File: src/kbdCfg_cfg.svh
`ifndef KBD_CFG_SVH
`define KBD_CFG_SVH

// key event FIFO entries
`define KBD_FIFO_DEPTH 8

// APB byte address width
`define KBD_APB_AW 4

// equal samples before a PS/2 line level is taken
`define KBD_FILT_LEN 4

`endif

File: src/kbdBusPkg.sv
`default_nettype none
`include "kbdCfg_cfg.svh"

package kbdBusPkg;

	typedef logic [`KBD_APB_AW-1:0] apbAddrT;
	typedef logic [31:0] apbDataT;

	localparam apbAddrT REG_DATA   = 4'h0; // fifo head, read pops
	localparam apbAddrT REG_STATUS = 4'h4;
	localparam apbAddrT REG_CTRL   = 4'h8;

	// STATUS fields
	localparam int STS_OVERFLOW = 4; // w1c
	localparam int STS_RXERR    = 5; // w1c
	localparam int STS_SHIFT    = 6;
	localparam int STS_CAPS     = 7;

	// CTRL fields
	localparam int CTRL_EN    = 0;
	localparam int CTRL_IRQEN = 1;

	// DATA word
	localparam int DATA_VALID = 10;

endpackage

`default_nettype wire

File: src/kbdCodePkg.sv
`default_nettype none

package kbdCodePkg;

	typedef logic [7:0] scanCodeT; // raw set-2 byte
	typedef logic [7:0] charCodeT; // ascii or host key code

	// {extended, break, char}
	typedef logic [9:0] keyEventT;

	localparam int EV_BRK_BIT = 8;
	localparam int EV_EXT_BIT = 9;

	typedef enum logic [1:0] {
		RX_IDLE,
		RX_DATA,
		RX_PARITY,
		RX_STOP
	} rxStateT;

	localparam scanCodeT SC_BREAK  = 8'hF0; // break prefix
	localparam scanCodeT SC_EXT    = 8'hE0; // extended prefix
	localparam scanCodeT SC_LSHIFT = 8'h12;
	localparam scanCodeT SC_RSHIFT = 8'h59;
	localparam scanCodeT SC_CAPS   = 8'h58;

endpackage

`default_nettype wire

File: src/kbdIfs.sv
`timescale 1ns/10ps
`default_nettype none

// receiver byte strobe with error flags
interface scanIf import kbdCodePkg::*; ();
	logic valid; // one clk pulse per frame
	scanCodeT code;
	logic parityErr;
	logic frameErr; // bad start or stop bit

	modport producer (output valid, code, parityErr, frameErr);
	modport consumer (input valid, code, parityErr, frameErr);
	modport monitor (input valid, parityErr, frameErr); // error tap only
endinterface

// decoded key event towards the host side
interface keyIf import kbdCodePkg::*; ();
	logic valid;
	keyEventT evt;
	logic shiftOn; // level
	logic capsOn; // level

	modport producer (output valid, evt, shiftOn, capsOn);
	modport consumer (input valid, evt, shiftOn, capsOn);
endinterface

`default_nettype wire

File: src/kbdAsciiRom.sv
`timescale 1ns/10ps
`default_nettype none

module kbdAsciiRom import kbdCodePkg::*; (
	input  scanCodeT addr,
	output charCodeT data
);

	always_comb begin
		unique case (addr)
			8'h1C: data = 8'h61; // a
			8'h32: data = 8'h62;
			8'h21: data = 8'h63;
			8'h23: data = 8'h64;
			8'h24: data = 8'h65;
			8'h2B: data = 8'h66;
			8'h34: data = 8'h67;
			8'h33: data = 8'h68;
			8'h43: data = 8'h69;
			8'h3B: data = 8'h6A;
			8'h42: data = 8'h6B;
			8'h4B: data = 8'h6C;
			8'h3A: data = 8'h6D;
			8'h31: data = 8'h6E;
			8'h44: data = 8'h6F;
			8'h4D: data = 8'h70;
			8'h15: data = 8'h71;
			8'h2D: data = 8'h72;
			8'h1B: data = 8'h73;
			8'h2C: data = 8'h74;
			8'h3C: data = 8'h75;
			8'h2A: data = 8'h76;
			8'h1D: data = 8'h77;
			8'h22: data = 8'h78;
			8'h35: data = 8'h79;
			8'h1A: data = 8'h7A; // z
			8'h45: data = 8'h30; // 0
			8'h16: data = 8'h31;
			8'h1E: data = 8'h32;
			8'h26: data = 8'h33;
			8'h25: data = 8'h34;
			8'h2E: data = 8'h35;
			8'h36: data = 8'h36;
			8'h3D: data = 8'h37;
			8'h3E: data = 8'h38;
			8'h46: data = 8'h39; // 9
			8'h0E: data = 8'h60; // backtick
			8'h4E: data = 8'h2D; // minus
			8'h55: data = 8'h3D; // equals
			8'h54: data = 8'h5B; // [
			8'h5B: data = 8'h5D; // ]
			8'h5D: data = 8'h5C; // backslash
			8'h4C: data = 8'h3B; // ;
			8'h52: data = 8'h27; // quote
			8'h41: data = 8'h2C; // comma
			8'h49: data = 8'h2E; // period
			8'h4A: data = 8'h2F; // slash
			8'h0D: data = 8'd9; // tab
			8'h29: data = 8'd32; // space
			8'h66: data = 8'd8; // backspace
			8'h5A: data = 8'd13; // enter
			8'h76: data = 8'd27; // escape
			8'h71: data = 8'd46; // delete, E0 71
			8'h77: data = 8'd144; // num lock
			// arrows arrive with the E0 prefix
			8'h6B: data = 8'd37;
			8'h75: data = 8'd38;
			8'h74: data = 8'd39;
			8'h72: data = 8'd40;
			// modifiers, host key codes
			8'h12: data = 8'd16; // left shift
			8'h59: data = 8'd16; // right shift
			8'h14: data = 8'd17; // ctrl
			8'h11: data = 8'd18; // alt
			8'h58: data = 8'd20; // caps lock
			// function keys, set 2 order is scattered
			8'h05: data = 8'd112; // F1
			8'h06: data = 8'd113;
			8'h04: data = 8'd114;
			8'h0C: data = 8'd115;
			8'h03: data = 8'd116;
			8'h0B: data = 8'd117;
			8'h83: data = 8'd118; // F7
			8'h0A: data = 8'd119;
			8'h01: data = 8'd120;
			8'h09: data = 8'd121;
			8'h78: data = 8'd122;
			8'h07: data = 8'd123; // F12
			default: data = 8'h00;
		endcase
	end

endmodule

`default_nettype wire

File: src/keyFifoApb.sv
`timescale 1ns/10ps
`default_nettype none
`include "kbdCfg_cfg.svh"

module keyFifoApb import kbdCodePkg::*; import kbdBusPkg::*; (
	input  logic clk,
	input  logic arstN,
	keyIf.consumer key,
	scanIf.monitor scan,
	input  logic psel,
	input  logic penable,
	input  logic pwrite,
	input  apbAddrT paddr,
	input  apbDataT pwdata,
	output apbDataT prdata,
	output logic pready,
	output logic pslverr,
	output logic irq
);
	localparam int PTR_W = $clog2(`KBD_FIFO_DEPTH);
	localparam logic [PTR_W:0] FULL_CNT = `KBD_FIFO_DEPTH;

	keyEventT mem [`KBD_FIFO_DEPTH];
	logic [PTR_W-1:0] wrPtr;
	logic [PTR_W-1:0] rdPtr;
	logic [PTR_W:0] count;
	logic enable;
	logic irqEn;
	logic overflow; // sticky
	logic rxErr; // sticky
	logic access;
	logic mapped;
	logic pop;
	logic push;
	logic pushOk;

	assign access = psel & penable;
	assign mapped = (paddr == REG_DATA) || (paddr == REG_STATUS) || (paddr == REG_CTRL);
	assign pop = access && !pwrite && paddr == REG_DATA && count != '0;
	assign push = key.valid & enable;
	assign pushOk = push && (count != FULL_CNT || pop); // full but popping frees a slot

	always_ff @(posedge clk or negedge arstN) begin
		if (!arstN) begin
			wrPtr <= '0;
			rdPtr <= '0;
			count <= '0;
		end else begin
			if (pushOk)
				wrPtr <= wrPtr + 1'b1; // power-of-two depth wraps by itself
			if (pop)
				rdPtr <= rdPtr + 1'b1;
			if (pushOk && !pop)
				count <= count + 1'b1;
			else if (pop && !pushOk)
				count <= count - 1'b1;
		end
	end

	always_ff @(posedge clk) begin
		if (pushOk)
			mem[wrPtr] <= key.evt;
	end

	always_ff @(posedge clk or negedge arstN) begin
		if (!arstN) begin
			enable <= 1'b1;
			irqEn <= 1'b0;
			overflow <= 1'b0;
			rxErr <= 1'b0;
		end else begin
			if (access && pwrite && paddr == REG_CTRL) begin
				enable <= pwdata[CTRL_EN];
				irqEn <= pwdata[CTRL_IRQEN];
			end
			// set beats clear in the same cycle
			if (push && !pushOk)
				overflow <= 1'b1;
			else if (access && pwrite && paddr == REG_STATUS && pwdata[STS_OVERFLOW])
				overflow <= 1'b0;
			if (scan.valid && (scan.parityErr || scan.frameErr))
				rxErr <= 1'b1;
			else if (access && pwrite && paddr == REG_STATUS && pwdata[STS_RXERR])
				rxErr <= 1'b0;
		end
	end

	always_comb begin
		prdata = '0;
		unique case (paddr)
			REG_DATA: begin
				if (count != '0) begin
					prdata[9:0] = mem[rdPtr];
					prdata[DATA_VALID] = 1'b1;
				end
			end
			REG_STATUS: begin
				prdata[PTR_W:0] = count;
				prdata[STS_OVERFLOW] = overflow;
				prdata[STS_RXERR] = rxErr;
				prdata[STS_SHIFT] = key.shiftOn;
				prdata[STS_CAPS] = key.capsOn;
			end
			REG_CTRL: begin
				prdata[CTRL_EN] = enable;
				prdata[CTRL_IRQEN] = irqEn;
			end
			default: prdata = '0;
		endcase
	end

	assign pready = 1'b1; // no wait states
	assign pslverr = access & ~mapped;
	assign irq = irqEn & (count != '0);

endmodule

`default_nettype wire

File: src/ps2KbdTop.sv
`timescale 1ns/10ps
`default_nettype none

module ps2KbdTop import kbdBusPkg::*; (
	input  logic clk,
	input  logic arstN,
	input  logic ps2Clk,
	input  logic ps2Data,
	input  logic psel,
	input  logic penable,
	input  logic pwrite,
	input  apbAddrT paddr,
	input  apbDataT pwdata,
	output apbDataT prdata,
	output logic pready,
	output logic pslverr,
	output logic irq
);

	scanIf scanBus ();
	keyIf keyBus ();

	ps2Rx rx0 (
		.clk(clk),
		.arstN(arstN),
		.ps2Clk(ps2Clk),
		.ps2Data(ps2Data),
		.scan(scanBus.producer)
	);

	scanDecode dec0 (
		.clk(clk),
		.arstN(arstN),
		.scan(scanBus.consumer),
		.key(keyBus.producer)
	);

	// taps scanBus for the rxErr sticky bit
	keyFifoApb fifo0 (
		.clk(clk),
		.arstN(arstN),
		.key(keyBus.consumer),
		.scan(scanBus.monitor),
		.psel(psel),
		.penable(penable),
		.pwrite(pwrite),
		.paddr(paddr),
		.pwdata(pwdata),
		.prdata(prdata),
		.pready(pready),
		.pslverr(pslverr),
		.irq(irq)
	);

endmodule

`default_nettype wire

File: src/ps2Rx.sv
`timescale 1ns/10ps
`default_nettype none
`include "kbdCfg_cfg.svh"

module ps2Rx import kbdCodePkg::*; (
	input  logic clk,
	input  logic arstN,
	input  logic ps2Clk,
	input  logic ps2Data,
	scanIf.producer scan
);
	logic [1:0] sync1; // [0] clock line, [1] data line
	logic [1:0] sync2;
	logic [1:0][`KBD_FILT_LEN-1:0] hist;
	logic [1:0] filt; // accepted line levels
	logic clkPrev;
	logic fallEdge;
	rxStateT state;
	logic [2:0] bitCnt;
	scanCodeT shiftReg;
	logic startBit;
	logic parityBit;

	always_ff @(posedge clk or negedge arstN) begin
		if (!arstN) begin
			sync1 <= '1; // idle bus is high
			sync2 <= '1;
			hist <= '1;
			filt <= '1;
			clkPrev <= 1'b1;
		end else begin
			sync1 <= {ps2Data, ps2Clk};
			sync2 <= sync1;
			for (int i = 0; i < 2; i++) begin
				hist[i] <= {hist[i][`KBD_FILT_LEN-2:0], sync2[i]};
				if (&hist[i])
					filt[i] <= 1'b1;
				else if (!(|hist[i]))
					filt[i] <= 1'b0; // otherwise hold the old level
			end
			clkPrev <= filt[0];
		end
	end

	assign fallEdge = clkPrev & ~filt[0]; // device changes data on rising, we sample here

	always_ff @(posedge clk or negedge arstN) begin
		if (!arstN) begin
			state <= RX_IDLE;
			bitCnt <= '0;
			startBit <= 1'b0;
			scan.valid <= 1'b0;
			scan.parityErr <= 1'b0;
			scan.frameErr <= 1'b0;
		end else begin
			scan.valid <= 1'b0;
			if (fallEdge) begin
				unique case (state)
					RX_IDLE: begin
						startBit <= filt[1]; // must be 0, checked at stop
						bitCnt <= '0;
						state <= RX_DATA;
					end
					RX_DATA: begin
						bitCnt <= bitCnt + 3'd1;
						if (bitCnt == 3'd7)
							state <= RX_PARITY;
					end
					RX_PARITY: state <= RX_STOP;
					RX_STOP: begin
						scan.valid <= 1'b1;
						scan.parityErr <= ~(^{shiftReg, parityBit}); // odd parity
						scan.frameErr <= startBit | ~filt[1];
						state <= RX_IDLE;
					end
				endcase
			end
		end
	end

	// data path, no reset
	always_ff @(posedge clk) begin
		if (fallEdge && state == RX_DATA)
			shiftReg <= {filt[1], shiftReg[7:1]}; // lsb first
		if (fallEdge && state == RX_PARITY)
			parityBit <= filt[1];
		if (fallEdge && state == RX_STOP)
			scan.code <= shiftReg;
	end

endmodule

`default_nettype wire

File: src/scanDecode.sv
`timescale 1ns/10ps
`default_nettype none

module scanDecode import kbdCodePkg::*; (
	input  logic clk,
	input  logic arstN,
	scanIf.consumer scan,
	keyIf.producer key
);
	charCodeT romChar;
	charCodeT outChar;
	logic brkPend; // F0 seen
	logic extPend; // E0 seen
	logic shiftOn;
	logic capsOn;
	logic isLetter;
	logic isShift;
	logic badByte;

	kbdAsciiRom rom0 (
		.addr(scan.code),
		.data(romChar)
	);

	// F1..F11 map into 0x70..0x7A too, so also look at the scan code range
	assign isLetter = (romChar >= 8'h61) && (romChar <= 8'h7A) &&
		(scan.code >= 8'h10) && (scan.code < 8'h50);
	assign outChar = (isLetter && (shiftOn ^ capsOn)) ? romChar - 8'h20 : romChar;
	assign isShift = !extPend && (scan.code == SC_LSHIFT || scan.code == SC_RSHIFT);
	assign badByte = scan.parityErr | scan.frameErr;

	always_ff @(posedge clk or negedge arstN) begin
		if (!arstN) begin
			brkPend <= 1'b0;
			extPend <= 1'b0;
			shiftOn <= 1'b0;
			capsOn <= 1'b0;
			key.valid <= 1'b0;
		end else begin
			key.valid <= 1'b0;
			if (scan.valid) begin
				if (badByte) begin
					brkPend <= 1'b0; // resync on the next clean byte
					extPend <= 1'b0;
				end else if (scan.code == SC_BREAK) begin
					brkPend <= 1'b1;
				end else if (scan.code == SC_EXT) begin
					extPend <= 1'b1;
				end else begin
					key.valid <= 1'b1;
					if (isShift)
						shiftOn <= ~brkPend;
					if (scan.code == SC_CAPS && !brkPend)
						capsOn <= ~capsOn; // toggles on make only
					brkPend <= 1'b0;
					extPend <= 1'b0;
				end
			end
		end
	end

	always_ff @(posedge clk) begin
		if (scan.valid && !badByte && scan.code != SC_BREAK && scan.code != SC_EXT)
			key.evt <= {extPend, brkPend, outChar};
	end

	assign key.shiftOn = shiftOn;
	assign key.capsOn = capsOn;

endmodule

`default_nettype wire

File: config.mk
export PLATFORM = sky130hd
export DESIGN_NAME = ps2KbdTop
export DESIGN_NICKNAME = d
export VERILOG_FILES = /design/src/kbdBusPkg.sv /design/src/kbdCodePkg.sv /design/src/kbdIfs.sv /design/src/kbdAsciiRom.sv /design/src/keyFifoApb.sv /design/src/ps2KbdTop.sv /design/src/ps2Rx.sv /design/src/scanDecode.sv
export VERILOG_INCLUDE_DIRS = /design/src
export SDC_FILE = /design/constraint.sdc
export NUM_CORES = 1
export LEC_CHECK = 0
export BUFFER_PORTS_ARGS = -buffer_cell sky130_fd_sc_hd__buf_2
export CORE_MARGIN = 2
export CORE_UTILIZATION = 60
export CTS_BUF_LIST = sky130_fd_sc_hd__clkbuf_4
export CTS_CLUSTER_SIZE = 30
export DETAILED_ROUTE_END_ITERATION = 8
export PLACE_DENSITY = 0.85
export SLEW_MARGIN = 20
export SYNTH_ARGS = -nofsm -noshare
export SYNTH_HDL_FRONTEND = slang
export SYNTH_HIERARCHICAL = 1
export SYNTH_SLANG_ARGS = --single-unit
File: constraint.sdc
create_clock -name clk -period 4.4 [get_ports clk]
set_input_delay 0 -clock clk [delete_from_list [all_inputs] [get_ports clk]]
set_output_delay 0 -clock clk [all_outputs]
set_load 0.02 [all_outputs]
==> impl_metrics.csv <==
group,metric,value,unit
outcome,status,"completed",
place,placed_area,7910,um2
yosys,ys_async_sr_fraction,0.287,
floorplan,io_pins,78,
yosys,yosys.area.top_type,"edfxtp_1",
grt,gr-usage-met2,0.451,
timing,rsz0062_at_grt,"no",
drt,post-route-drc-count,0,
critical_path,crit_chain,"buf_4 > nand2b_1 > nor2_1 > a221oi_1 > a2111oi_2 > o32a_1 > a21oi_1 > o22a_1 > a41o_1",
finish,fin_area,8320,um2
timing,fmax,286,MHz
floorplan,dieArea,13800,um2
critical_path,required,4.71,ns
yosys,ys_top_cells_by_area,"edfxtp_1, dfrtp_1, mux4_2",
grt,antenna_found_initial,0,
pwr,power_frac_seq,0.604,
drt,wl_per_cell,21.0,um
grt,use_met3,0.0671,
clock_network,cts_root_buffer,"clkbuf_4",
clock_network,tritoncts.num_buffers,17,
place,io_buffers,27,
drt,vias,5385,
critical_path,crit_path_end_kind,"flop",
pwr,p_switching,0.784,mW
pwr,leakage,3.04,nW
critical_path,crit_arrival,3.80,ns
floorplan,initial_core_util,0.613,
pwr,sw_frac_of_total,0.283,
critical_path,start_kind,"flop",
pwr,power_frac_clock,0.264,
clock_network,cts_buffer_depth,2,
finish,final_cells,837,
yosys,synth_area_per_cell,12.6,um2
timing,clock_skew,0.0301,ns
critical_path,cp_slowest_stage_delay,1.05,ns
drt,dr.pass1.iters,6,
grt,grt_max_degree,44,
clock_network,cts_resized,0,
finish,finalNetCount,719,
yosys,synth-seq-cells,150,
drt,routed_wl,17600,um
pwr,powerDensity,333,nW/um2
grt,top_usage_layer,"met2",
timing,relSlewSlack,0.194,
yosys,syn_inst,612,
yosys,synth_top_area_frac,0.417,
floorplan,die_w,117,um
finish,num-fill-cells,885,
finish,drive_gt1_frac,0.205,
drt,vias_per_cell,6.43,
run,maxCapViolations,0,
floorplan,num_rows,41,
timing,fin_crit_sh,0.794,
drt,drt-initial-drc-count,639,
critical_path,path_buf_inv,1,
place,hpwl,11600,um
critical_path,cp_slowest_cell,"edfxtp_1",
pwr,intPower,1.99,mW
yosys,yosysUniqueCellTypes,85,
yosys,yosys_warnings,6,
grt,grt_use_total,0.267,
grt,grt_pass1_wl,28100,um
grt,overflow,0,
clock_network,cts_sinks,150,
yosys,ys_seq_area_frac,0.559,
place,dp_cells,789,
timing,tightestPinTransition,1.21,ns
finish,area_growth,7.87,%
pwr,pwr-share-comb,0.132,
floorplan,coreArea,12600,um2
clock_network,cts.reportedPaths.clkPinSlew,0.13,ns
critical_path,cp_top_family,"compound AO/OA/AOI/OAI gates",
place,finalWeightedCongestion,0.963,
finish,num_antenna_cells,0,
timing,min_period,3.49,ns
critical_path,critical_path.max_fanout,29,
hold_path,worstHoldPathType,"primary input to flop",
clock_network,tritoncts,"yes",
grt,grt_pass1_vias,5234,
timing,hold_viol_final,0,
floorplan,die_h,117,um
pwr,peakVddDrop,0.338,mV
clock_network,cts_max_level,4,
yosys,synthFlopType,"edfxtp_1",
drt,antenna_left,0,
yosys,syn_area,7710,um2
timing,maxSlewViolCount,0,
timing,setup_tns,0,ns
yosys,synth-edff-count,107,
timing,setup_viol,0,
grt,grtUsageMet1,0.331,
critical_path,worstSetupPathType,"flop to flop",
clock_network,insertion_delay,0.55,ns
cells in the mapped netlist, drive strengths merged (3+ instances only):
cell type  instances
o211ai             5
a2111oi            3
nor3b              3
a21oi             29
nor4               5
xnor2             13
nor2              34
buf               48
mux2i             17
edfxtp           107
nand4              6
clkbuf             7
or3                5
a21boi             6
mux4              20
nor2b             12
nand3             11
inv               20
a41o               3
nor3              14
o21ai             26
mux2               7
ha                23
a31oi             10
o22ai              4
dfrtp             27
nand2             48
o31ai              3
nand2b            11
or4                3
xor2               3
a211oi             8
dfstp             16
nor4b              4
a22oi              3
a32o               3
final timing paths:
kind,cells past startpoint,from,slack [ns],end
worst max-delay path,9,rx0/scan.code[2]$_DFFE_PP_,0.91,dec0/key.evt[7]$_DFFE_PP_
worst min-delay path,2,ps2Clk,0.10,rx0/sync1[0]$_DFF_PN1_
worst max register to register,9,rx0/scan.code[2]$_DFFE_PP_,0.91,dec0/key.evt[7]$_DFFE_PP_
worst min register to register,0,rx0/sync2[0]$_DFF_PN1_,0.35,rx0/hist[0]$_DFF_PN1_
max in group asynchronous,2,arstN,3.63,fifo0/rdPtr[0]$_DFFE_PN0P_
min in group asynchronous,2,arstN,0.12,rx0/bitCnt[1]$_DFFE_PN0P_
per-stage QoR:
step	hold WS, ns	worst slack, ns	power (mW)	utilization
floorplan	-0.296	1.30	1.95	-
global placement	0.105	1.07	2.01	0.630
detailed placement	0.106	1.03	2.05	0.630
CTS	0.0437	0.983	2.78	0.661
global route	0.0283	0.711	2.91	0.662
finish	0.105	0.907	2.77	0.662
state kept, by name, summed over array words and instances (netlist names), 2 cells and up:
signal	cells
rx0/hist	8
rx0/scan.code	8
rx0/state	2
rx0/sync2	2
rx0/shiftReg	8
fifo0/count	4
fifo0/mem	80
rx0/sync1	2
rx0/filt	2
fifo0/rdPtr	3
fifo0/wrPtr	3
dec0/key.evt	10
rx0/bitCnt	3
metal layers:
layer  share of wire  vias to the layer above
li1                -                     2369
met1            0.38                     2647
met2            0.51                      307
met3           0.078                       62
met4           0.036                        0
met5               0                        -
cells in the final DEF, fill, tap and decap left out, drive strengths merged, types with 13 or more instances in the layout:
| master | count |
|---|---|
| edfxtp | 107 |
| nand2 | 48 |
| buf | 40 |
| nor2 | 34 |
| a21oi | 29 |
| dfrtp | 27 |
| o21ai | 26 |
| inv | 25 |
| ha | 23 |
| conb | 22 |
| mux4 | 20 |
| clkbuf | 19 |
| mux2i | 17 |
| dfstp | 16 |
| dlygate4sd3 | 16 |
| nor3 | 14 |
| xnor2 | 13 |
cells by family (layout without fill, tap and decap cells):
family / count (synthesis) / after routing / synth area share
AO/OA/AOI/OAI: 131 / 131 / 0.117
other: 2 / 22 / 0.000974
XOR/XNOR: 17 / 17 / 0.0221
AND/OR/NAND/NOR: 168 / 168 / 0.114
multiplexers: 44 / 44 / 0.0912
flip-flops: 150 / 150 / 0.559
adder cells (fa/ha/maj): 24 / 24 / 0.0399
buffers and inverters: 76 / 109 / 0.0553
layout make-up:
class | instances | area (um2) | area share
sequential | 150 | 4310 | 0.518
inverter | 21 | 81.3 | 0.00978
multi-input combinational | 406 | 3080 | 0.370
timing repair buffer | 56 | 393 | 0.0472
clock inverter | 13 | 96.3 | 0.0116
tap | 172 | 215 | 0.0259
clock buffer | 19 | 143 | 0.0172
power by group through the flow:
stage	combinational (mW)	sequential (mW)	clock (mW)
floorplan	0.290	1.66	0
global placement	0.320	1.69	0
detailed placement	0.344	1.70	0
CTS	0.359	1.67	0.752
global route	0.404	1.69	0.818
finish	0.365	1.68	0.732
timing repair:
action	in CTS	in global routing
buffers inserted	0	0
hold buffers	16	0
endpoints found under the hold margin	37	0
Note: power is estimated with default switching activity, not from simulation.
